**src/dcache_consts.svh**
```systemverilog
//------------------
// cache geometry and address layout for the data cache
// include before using any DC_ macro; the package pulls it in too
//------------------
`ifndef DCACHE_CONSTS_SVH
`define DCACHE_CONSTS_SVH

// 2 ways x 8 sets, two words per block
`define DC_WAYS      2
`define DC_SETS      8
`define DC_WORDS     2

// field widths
`define DC_TAG_W     26
`define DC_IDX_W     3

// address field positions
// [31:6] tag, [5:3] set, [2] word, [1:0] byte
`define DC_WORD_LSB  2
`define DC_IDX_LSB   3
`define DC_TAG_LSB   6

// hits minus misses lands here at the end of a flush
`define DC_STAT_ADDR 32'h0000_3100

`endif

```
**src/dcache_pkg.sv**
```systemverilog
//------------------
// types shared by the cache blocks and the testbench
// refer to them as dcache_pkg::name
//------------------
`include "dcache_consts.svh"

package dcache_pkg;

	typedef logic [31:0] word_t;
	typedef logic [`DC_TAG_W-1:0] tag_t;
	typedef logic [`DC_IDX_W-1:0] idx_t;
	typedef logic way_t;

	// processor request, held until hit
	typedef struct packed {
		logic ren;
		logic wen;
		word_t addr;
		word_t wdata;
	} cpu_req_t;

	typedef struct packed {
		logic hit;
		word_t rdata;
	} cpu_rsp_t;

	// one word per transfer, completes when dwait is low
	typedef struct packed {
		logic ren;
		logic wen;
		word_t addr;
		word_t store;
	} mem_req_t;

	// one storage update per cycle from the controller
	typedef struct packed {
		logic wr;
		logic fill;
		logic dirty_set;
		logic dirty_clr;
		logic inval;
		way_t way;
		idx_t idx;
		logic word;
		word_t data;
		tag_t tag;
		logic touch; // lru moves to the other way
	} line_op_t;

	typedef enum logic [3:0] {
		IDLE,
		WBACK1,
		WBACK2,
		FILL1,
		FILL2,
		FLUSH_RD,
		FLUSH_WR0,
		FLUSH_WR1,
		STAT,
		DONE
	} ctrl_state_t;

endpackage

```
**src/dcache_ways.sv**
```systemverilog
//------------------
// block storage for both ways with lookup, lru and victim choice
// all results are combinational on addr and the scan pointer
//------------------
`include "dcache_consts.svh"

module dcache_ways (
	input logic CLK,
	input logic nRST,
	input dcache_pkg::word_t addr,
	input dcache_pkg::line_op_t op,
	input dcache_pkg::idx_t scan_idx,
	input dcache_pkg::way_t scan_way,
	output logic hit,
	output dcache_pkg::way_t hit_way,
	output dcache_pkg::word_t rdata,
	output dcache_pkg::way_t victim,
	output logic victim_dirty,
	output dcache_pkg::tag_t victim_tag,
	output dcache_pkg::word_t blk_word0,
	output dcache_pkg::word_t blk_word1,
	output logic scan_dirty,
	output dcache_pkg::tag_t scan_tag,
	output dcache_pkg::word_t scan_word0,
	output dcache_pkg::word_t scan_word1
);

	// control bits
	logic [`DC_WAYS-1:0][`DC_SETS-1:0] valid;
	logic [`DC_WAYS-1:0][`DC_SETS-1:0] dirty;
	logic [`DC_SETS-1:0] lru; // way to replace next

	// payload
	dcache_pkg::tag_t tags [`DC_WAYS][`DC_SETS];
	dcache_pkg::word_t data [`DC_WAYS][`DC_SETS][`DC_WORDS];

	dcache_pkg::tag_t tag;
	dcache_pkg::idx_t idx;
	logic wsel;
	logic hit0, hit1;

	assign tag = addr[31:`DC_TAG_LSB];
	assign idx = addr[`DC_TAG_LSB-1:`DC_IDX_LSB];
	assign wsel = addr[`DC_WORD_LSB];

	// tag compare
	assign hit0 = valid[0][idx] && (tags[0][idx] == tag);
	assign hit1 = valid[1][idx] && (tags[1][idx] == tag);
	assign hit = hit0 | hit1;
	assign hit_way = hit1;
	assign rdata = data[hit_way][idx][wsel];

	// empty way first, else the lru one
	always_comb begin
		if (!valid[0][idx]) begin
			victim = 1'b0;
		end else if (!valid[1][idx]) begin
			victim = 1'b1;
		end else begin
			victim = lru[idx];
		end
	end

	assign victim_dirty = valid[victim][idx] & dirty[victim][idx];
	assign victim_tag = tags[victim][idx];
	assign blk_word0 = data[victim][idx][0];
	assign blk_word1 = data[victim][idx][1];

	// flush scan port
	assign scan_dirty = valid[scan_way][scan_idx] & dirty[scan_way][scan_idx];
	assign scan_tag = tags[scan_way][scan_idx];
	assign scan_word0 = data[scan_way][scan_idx][0];
	assign scan_word1 = data[scan_way][scan_idx][1];

	always_ff @(posedge CLK, negedge nRST) begin
		if (!nRST) begin
			valid <= '0;
			dirty <= '0;
			lru <= '0;
		end else begin
			if (op.fill) begin
				valid[op.way][op.idx] <= 1'b1;
			end
			if (op.inval) begin
				valid[op.way][op.idx] <= 1'b0;
			end
			if (op.dirty_set) begin
				dirty[op.way][op.idx] <= 1'b1;
			end else if (op.dirty_clr) begin
				dirty[op.way][op.idx] <= 1'b0;
			end
			if (op.touch) begin
				lru[op.idx] <= ~op.way;
			end
		end
	end

	always_ff @(posedge CLK) begin
		if (op.fill) begin
			tags[op.way][op.idx] <= op.tag;
		end
		if (op.wr) begin
			data[op.way][op.idx][op.word] <= op.data;
		end
	end

endmodule

```
**src/dcache_ctrl.sv**
```systemverilog
//------------------
// miss, write-back and flush sequencing for the data cache
// drives one line op per cycle into the ways and one memory word at a time
//------------------
`include "dcache_consts.svh"

module dcache_ctrl (
	input logic CLK,
	input logic nRST,
	input dcache_pkg::cpu_req_t req,
	input logic halt,
	input logic hit,
	input dcache_pkg::way_t hit_way,
	input dcache_pkg::word_t rdata,
	input dcache_pkg::way_t victim,
	input logic victim_dirty,
	input dcache_pkg::tag_t victim_tag,
	input dcache_pkg::word_t blk_word0,
	input dcache_pkg::word_t blk_word1,
	input logic scan_dirty,
	input dcache_pkg::tag_t scan_tag,
	input dcache_pkg::word_t scan_word0,
	input dcache_pkg::word_t scan_word1,
	input logic dwait,
	input dcache_pkg::word_t dload,
	output dcache_pkg::cpu_rsp_t rsp,
	output dcache_pkg::line_op_t op,
	output dcache_pkg::idx_t scan_idx,
	output dcache_pkg::way_t scan_way,
	output dcache_pkg::mem_req_t mem,
	output logic flushed
);

	dcache_pkg::ctrl_state_t state, n_state;
	dcache_pkg::way_t miss_way, n_miss_way;
	logic [`DC_IDX_W:0] scan_cnt, n_scan_cnt; // {set, way}
	dcache_pkg::word_t hit_cnt, n_hit_cnt;
	dcache_pkg::word_t miss_cnt, n_miss_cnt;

	dcache_pkg::tag_t req_tag;
	dcache_pkg::idx_t req_idx;
	logic req_word;
	logic access;
	logic scan_last;

	function automatic dcache_pkg::word_t line_addr(
		input dcache_pkg::tag_t t,
		input dcache_pkg::idx_t i,
		input logic w
	);
		return {t, i, w, 2'b00};
	endfunction

	assign req_tag = req.addr[31:`DC_TAG_LSB];
	assign req_idx = req.addr[`DC_TAG_LSB-1:`DC_IDX_LSB];
	assign req_word = req.addr[`DC_WORD_LSB];
	assign access = req.ren | req.wen;

	// way-major inside each set
	assign scan_idx = scan_cnt[`DC_IDX_W:1];
	assign scan_way = scan_cnt[0];
	assign scan_last = (scan_cnt == (`DC_WAYS * `DC_SETS - 1));

	assign flushed = (state == dcache_pkg::DONE);

	always_ff @(posedge CLK, negedge nRST) begin
		if (!nRST) begin
			state <= dcache_pkg::IDLE;
			miss_way <= 1'b0;
			scan_cnt <= '0;
			hit_cnt <= '0;
			miss_cnt <= '0;
		end else begin
			state <= n_state;
			miss_way <= n_miss_way;
			scan_cnt <= n_scan_cnt;
			hit_cnt <= n_hit_cnt;
			miss_cnt <= n_miss_cnt;
		end
	end

	always_comb begin
		n_state = state;
		n_miss_way = miss_way;
		n_scan_cnt = scan_cnt;
		n_hit_cnt = hit_cnt;
		n_miss_cnt = miss_cnt;
		rsp.hit = 1'b0;
		rsp.rdata = rdata;
		mem = '0;
		op = '0;
		op.idx = req_idx;
		op.tag = req_tag;

		case (state)
			dcache_pkg::IDLE: begin
				if (access) begin
					if (hit) begin
						rsp.hit = 1'b1;
						n_hit_cnt = hit_cnt + 32'd1;
						op.way = hit_way;
						op.word = req_word;
						op.data = req.wdata;
						op.wr = req.wen;
						op.dirty_set = req.wen;
						op.touch = 1'b1;
					end else begin
						n_miss_way = victim; // victim moves once the fill starts
						n_state = victim_dirty ? dcache_pkg::WBACK1 : dcache_pkg::FILL1;
					end
				end else if (halt) begin
					n_scan_cnt = '0;
					n_state = dcache_pkg::FLUSH_RD;
				end
			end
			dcache_pkg::WBACK1: begin
				mem.wen = 1'b1;
				mem.addr = line_addr(victim_tag, req_idx, 1'b0);
				mem.store = blk_word0;
				if (!dwait) begin
					n_state = dcache_pkg::WBACK2;
				end
			end
			dcache_pkg::WBACK2: begin
				mem.wen = 1'b1;
				mem.addr = line_addr(victim_tag, req_idx, 1'b1);
				mem.store = blk_word1;
				if (!dwait) begin
					n_state = dcache_pkg::FILL1;
				end
			end
			dcache_pkg::FILL1: begin
				// requested word first
				mem.ren = 1'b1;
				mem.addr = line_addr(req_tag, req_idx, req_word);
				if (!dwait) begin
					op.way = miss_way;
					op.word = req_word;
					op.data = req.wen ? req.wdata : dload;
					op.wr = 1'b1;
					op.fill = 1'b1;
					op.dirty_clr = 1'b1;
					n_state = dcache_pkg::FILL2;
				end
			end
			dcache_pkg::FILL2: begin
				mem.ren = 1'b1;
				mem.addr = line_addr(req_tag, req_idx, ~req_word);
				if (!dwait) begin
					op.way = miss_way;
					op.word = ~req_word;
					op.data = dload;
					op.wr = 1'b1;
					op.dirty_set = req.wen; // store lands as a dirty line
					op.touch = 1'b1;
					rsp.hit = 1'b1;
					n_miss_cnt = miss_cnt + 32'd1;
					n_state = dcache_pkg::IDLE;
				end
			end
			dcache_pkg::FLUSH_RD: begin
				if (scan_dirty) begin
					n_state = dcache_pkg::FLUSH_WR0;
				end else if (scan_last) begin
					n_state = dcache_pkg::STAT;
				end else begin
					n_scan_cnt = scan_cnt + 1'b1;
				end
			end
			dcache_pkg::FLUSH_WR0: begin
				mem.wen = 1'b1;
				mem.addr = line_addr(scan_tag, scan_idx, 1'b0);
				mem.store = scan_word0;
				if (!dwait) begin
					n_state = dcache_pkg::FLUSH_WR1;
				end
			end
			dcache_pkg::FLUSH_WR1: begin
				mem.wen = 1'b1;
				mem.addr = line_addr(scan_tag, scan_idx, 1'b1);
				mem.store = scan_word1;
				if (!dwait) begin
					op.way = scan_way;
					op.idx = scan_idx;
					op.inval = 1'b1;
					op.dirty_clr = 1'b1;
					if (scan_last) begin
						n_state = dcache_pkg::STAT;
					end else begin
						n_scan_cnt = scan_cnt + 1'b1;
						n_state = dcache_pkg::FLUSH_RD;
					end
				end
			end
			dcache_pkg::STAT: begin
				mem.wen = 1'b1;
				mem.addr = `DC_STAT_ADDR;
				mem.store = hit_cnt - miss_cnt;
				if (!dwait) begin
					n_state = dcache_pkg::DONE;
				end
			end
			dcache_pkg::DONE: begin
				n_state = dcache_pkg::DONE; // held until reset
			end
			default: begin
				n_state = dcache_pkg::IDLE;
			end
		endcase
	end

endmodule

```
**src/dcache.sv**
```systemverilog
//------------------
// 2-way write-back data cache between the processor port and memory
//------------------
module dcache (
	input logic CLK,
	input logic nRST,
	input dcache_pkg::cpu_req_t req,
	output dcache_pkg::cpu_rsp_t rsp,
	input logic halt,
	output logic flushed,
	output dcache_pkg::mem_req_t mem,
	input logic dwait,
	input dcache_pkg::word_t dload
);

	dcache_pkg::line_op_t op;
	dcache_pkg::idx_t scan_idx;
	dcache_pkg::way_t scan_way;

	// lookup results
	logic hit;
	dcache_pkg::way_t hit_way;
	dcache_pkg::word_t rdata;
	dcache_pkg::way_t victim;
	logic victim_dirty;
	dcache_pkg::tag_t victim_tag;
	dcache_pkg::word_t blk_word0, blk_word1;
	logic scan_dirty;
	dcache_pkg::tag_t scan_tag;
	dcache_pkg::word_t scan_word0, scan_word1;

	dcache_ways i_ways (
		.CLK(CLK),
		.nRST(nRST),
		.addr(req.addr),
		.op(op),
		.scan_idx(scan_idx),
		.scan_way(scan_way),
		.hit(hit),
		.hit_way(hit_way),
		.rdata(rdata),
		.victim(victim),
		.victim_dirty(victim_dirty),
		.victim_tag(victim_tag),
		.blk_word0(blk_word0),
		.blk_word1(blk_word1),
		.scan_dirty(scan_dirty),
		.scan_tag(scan_tag),
		.scan_word0(scan_word0),
		.scan_word1(scan_word1)
	);

	dcache_ctrl i_ctrl (
		.CLK(CLK),
		.nRST(nRST),
		.req(req),
		.halt(halt),
		.hit(hit),
		.hit_way(hit_way),
		.rdata(rdata),
		.victim(victim),
		.victim_dirty(victim_dirty),
		.victim_tag(victim_tag),
		.blk_word0(blk_word0),
		.blk_word1(blk_word1),
		.scan_dirty(scan_dirty),
		.scan_tag(scan_tag),
		.scan_word0(scan_word0),
		.scan_word1(scan_word1),
		.dwait(dwait),
		.dload(dload),
		.rsp(rsp),
		.op(op),
		.scan_idx(scan_idx),
		.scan_way(scan_way),
		.mem(mem),
		.flushed(flushed)
	);

endmodule

```
**config.mk**
```make
export PLATFORM = sky130hd
export DESIGN_NAME = dcache
export DESIGN_NICKNAME = d
export VERILOG_FILES = /design/src/dcache_pkg.sv /design/src/dcache_ways.sv /design/src/dcache_ctrl.sv /design/src/dcache.sv
export VERILOG_INCLUDE_DIRS = /design/src
export SDC_FILE = /design/constraint.sdc
export NUM_CORES = 2
export LEC_CHECK = 0
export BUFFER_PORTS_ARGS = -buffer_cell sky130_fd_sc_hd__buf_2
export CELL_PAD_IN_SITES_DETAIL_PLACEMENT = 1
export CELL_PAD_IN_SITES_GLOBAL_PLACEMENT = 2
export CORE_MARGIN = 1.5
export CORE_UTILIZATION = 44
export DETAILED_ROUTE_END_ITERATION = 8
export PLACE_DENSITY_LB_ADDON = 0.1
export SKIP_LAST_GASP = 1
export SYNTH_ARGS = -nofsm -noshare
export SYNTH_HDL_FRONTEND = slang
export SYNTH_SLANG_ARGS = --single-unit
```
**constraint.sdc**
```tcl
create_clock -name CLK -period 4.7 [get_ports CLK]
set_clock_uncertainty 0.05 [all_clocks]
set_input_delay 0.47 -clock CLK [delete_from_list [all_inputs] [get_ports CLK]]
set_output_delay 0.47 -clock CLK [all_outputs]
set_load 0.005 [all_outputs]
```
==> impl_metrics.tcl <==
set metrics [dict create \
    fin_ws_ps -701 \
    grt_antenna_before_repair 12 \
    synth_cell_type_count 71 \
    hold_ws_ps 74.6 \
    vias 55700 \
    dieArea_um2 198000 \
    switching_power_w 0.0163 \
    grt_pass1_wl_mm 447 \
    final-max-slew-violation-count 0 \
    synthFlopType "edfxtp_1" \
    seq_power_share_pct 32.5 \
    fmax_mhz 185 \
    power_density_nw_per_um2 478 \
    rsz0062_at_grt "yes" \
    r2r_slack_ps -620 \
    yosysMostFrequentCell "edfxtp_1" \
    cts_tree "yes" \
    nets 5605 \
    status "complete, but fails checks" \
    dpl.hpwl_mm 198 \
    tns_ps -923560 \
    routed_via_density 6.82 \
    synth_edf_count 1440 \
    tightest_slew_ps 1190 \
    portBuffers 197 \
    cts_inserted_buffers 176 \
    synth_cells 4787 \
    yosys_warnings 0 \
    postSynth.asyncResetShare_pct 7.28 \
    cp.arrival_ps 4880 \
    core_um2 195000 \
    p_sw_share_pct 32.4 \
    h-tree-depth 4 \
    die_w_um 445 \
    syn_area_um2 86000 \
    ys_ff_latch 1553 \
    hold_path_class "input port to flip-flop" \
    clk_pin_slew_ps 70 \
    p_leak_nw 34.5 \
    drc 0 \
    cts.sinks 1553 \
    critPathKind "flip-flop to output pin" \
    cp_max_fo 6 \
    clock_latency_ps 840 \
    start_util_pct 44.2 \
    clkPwrFrac_pct 28.2 \
    num_io_pins 202 \
    grtUsageTotal_pct 32.1 \
    grt_pass1_vias 57800 \
    drt_first_pass_iters 5 \
    die_height_um 445 \
    cap_violations 0 \
    start_kind "flip-flop" \
    p_int_w 0.0340 \
    finalSetupViolCount 2561 \
    vdd_drop_max_mv 0.385 \
    worstSetupEndpointType "output pin" \
    synth_area_leaders "edfxtp_1 (50%), mux4_2 (31%), dfrtp_1 (3.3%)" \
    root_buffer "clkbuf_16" \
    hold_violations 0 \
    violations "setup timing" \
    synth_top_area_share_pct 50.3 \
    synth_largest_area_cell "edfxtp_1" \
    ant_nets 0 \
    grt_max_degree 139 \
    cts_buffer_depth 3 \
    syn_avg_cell_area_um2 18.0 \
    ys_seq_area_share_pct 53.6 \
    area_growth_pct 22.1 \
    period_share_pct 115 \
    routed_wl_mm 318 \
    gp_congestion 0.840 \
    wl_per_cell_um 38.9 \
    grt.overflow.total 0 \
    rows 162 \
    p_comb_share_pct 39.3 \
    cp.required_ps 4180 \
    period_needed_ps 5400 \
    ys_top_cells_by_count "edfxtp_1 (1,440), mux4_2 (1,170), mux2i_1 (280), clkbuf_1 (255), nand2_1 (159)" \
    final_util_pct 54.0 \
    slew_headroom_pct 20.0 \
    layout-drive-gt1-share_pct 45.8 \
    drtIter0Drc 6053 \
]
[critical path, cell delays in order, from the launching register on]
cell and delay (ps):
edfxtp_1 420, mux4_2 520, mux2i_4 190, xnor2_2 150, nor4_4 340, nand3_4 170, nor3_4 190, buf_12 160
buf_12 170, buf_16 190, buf_12 180, buf_8 120, mux4_2 510, mux2_2 290, o22ai_2 150, a211oi_1 70
buf_4 190
[through the flow]
| stage | worst slack, ps | power, W | std cells | instance area, um^2 |
|---|---|---|---|---|
| floorplan | -471 | 0.0271 | 4788 | 86100 |
| global placement | -897 | 0.0340 | 7679 | 95700 |
| detailed placement | -840 | 0.0340 | 7679 | 95700 |
| CTS | -779 | 0.0504 | 8139 | 104000 |
| global route | -789 | 0.0518 | 8160 | 105000 |
| finish | -701 | 0.0502 | 8165 | 105000 |
[final timing paths]
check                                     from                  end  depth (start not counted)
max in group asynchronous                 nRST    i_ctrl.hit_cnt[8]                          3
min in group asynchronous                 nRST   i_ctrl.hit_cnt[17]                          2
setup reg to reg               i_ways.valid[8]   i_ways.tags[0][26]                         26
hold reg to reg            i_ctrl.miss_cnt[14]  i_ctrl.miss_cnt[14]                          1
hold / removal                         req[61]  i_ways.tags[0][205]                          2
setup / recovery           i_ways.tags[1][205]              rsp[31]                         16
[kinds of logic after synthesis]
logic type / count (synthesis) / share of synthesized area [%]
DFF: 1553 / 53.6
muxes: 1470 / 34.2
AOI/OAI and AO/OA: 581 / 4.87
and+or+nand+nor: 556 / 3.10
buffers and inverters: 468 / 2.55
xor gates and xnor gates: 123 / 1.25
adders and majority gates: 35 / 0.518
other: 1 / 0.00436
[power groups by stage]
stage          sequential [W]  combinational, W  clock, W
4_1_cts                0.0163            0.0197    0.0143
5_1_grt                0.0164            0.0206    0.0148
2_1_floorplan          0.0162            0.0109         0
6_report               0.0163            0.0197    0.0142
3_3_place_gp           0.0166            0.0173         0
3_5_place_dp           0.0166            0.0174         0
[timing repair]
action / 4_1_cts / 5_1_grt
hold endpoints to repair: 236 / 0
cloned: 26 / 5
pin swaps: 53 / 25
endpoints found under the setup margin: 104 / 2626
resized for setup: 209 / 90
setup buffers: 92 / 21
hold buffers: 17 / 0
[registers in the layout, indices dropped and copies added (netlist names), named ones only]
name,count
i_ctrl.state,4
i_ways.data,1024
i_ways.tags,416
i_ctrl.miss_way,1
i_ctrl.hit_cnt,32
i_ways.valid,16
i_ctrl.miss_cnt,32
i_ways.lru,8
i_ctrl.scan_cnt,4
[final cells by class]
| type | instances | area, um^2 |
|---|---|---|
| sequential | 1553 | 46100 |
| antenna | 6 | 15.0 |
| tap | 2542 | 3180 |
| inverter | 53 | 199 |
| timing repair buffer | 917 | 10700 |
| clock inverter | 112 | 1200 |
| fill | 17300 | 89500 |
| multi-input combinational | 2767 | 39100 |
| clock buffer | 215 | 4610 |
[cells in the final DEF, fill, tap and decap left out, types with 32 or more instances in the layout]
master	netlist	routed
dfrtp_1	113	107
clkbuf_1	255	35
buf_4	20	383
nor2_4	0	46
clkbuf_16	0	182
xnor2_1	87	78
a22o_1	52	50
buf_2	57	181
buf_16	0	32
a21oi_1	85	75
xor2_1	36	34
clkinv_1	0	33
inv_1	53	51
buf_12	1	244
ha_1	34	32
mux4_2	1170	1170
a22oi_1	85	73
o211ai_1	37	37
edfxtp_1	1440	1440
nand3_1	73	69
o21ai_0	80	74
nor3_1	53	32
mux2i_1	280	270
nor2_1	128	81
nand2_1	159	153
[routing by layer]
layer  share of wire (%)  track usage [%]
met5               0.013                0
met4                 4.0             11.8
met3                 7.5             5.56
met2                  50             53.3
met1                  39             42.5
Note: power is estimated with default switching activity, not from simulation.
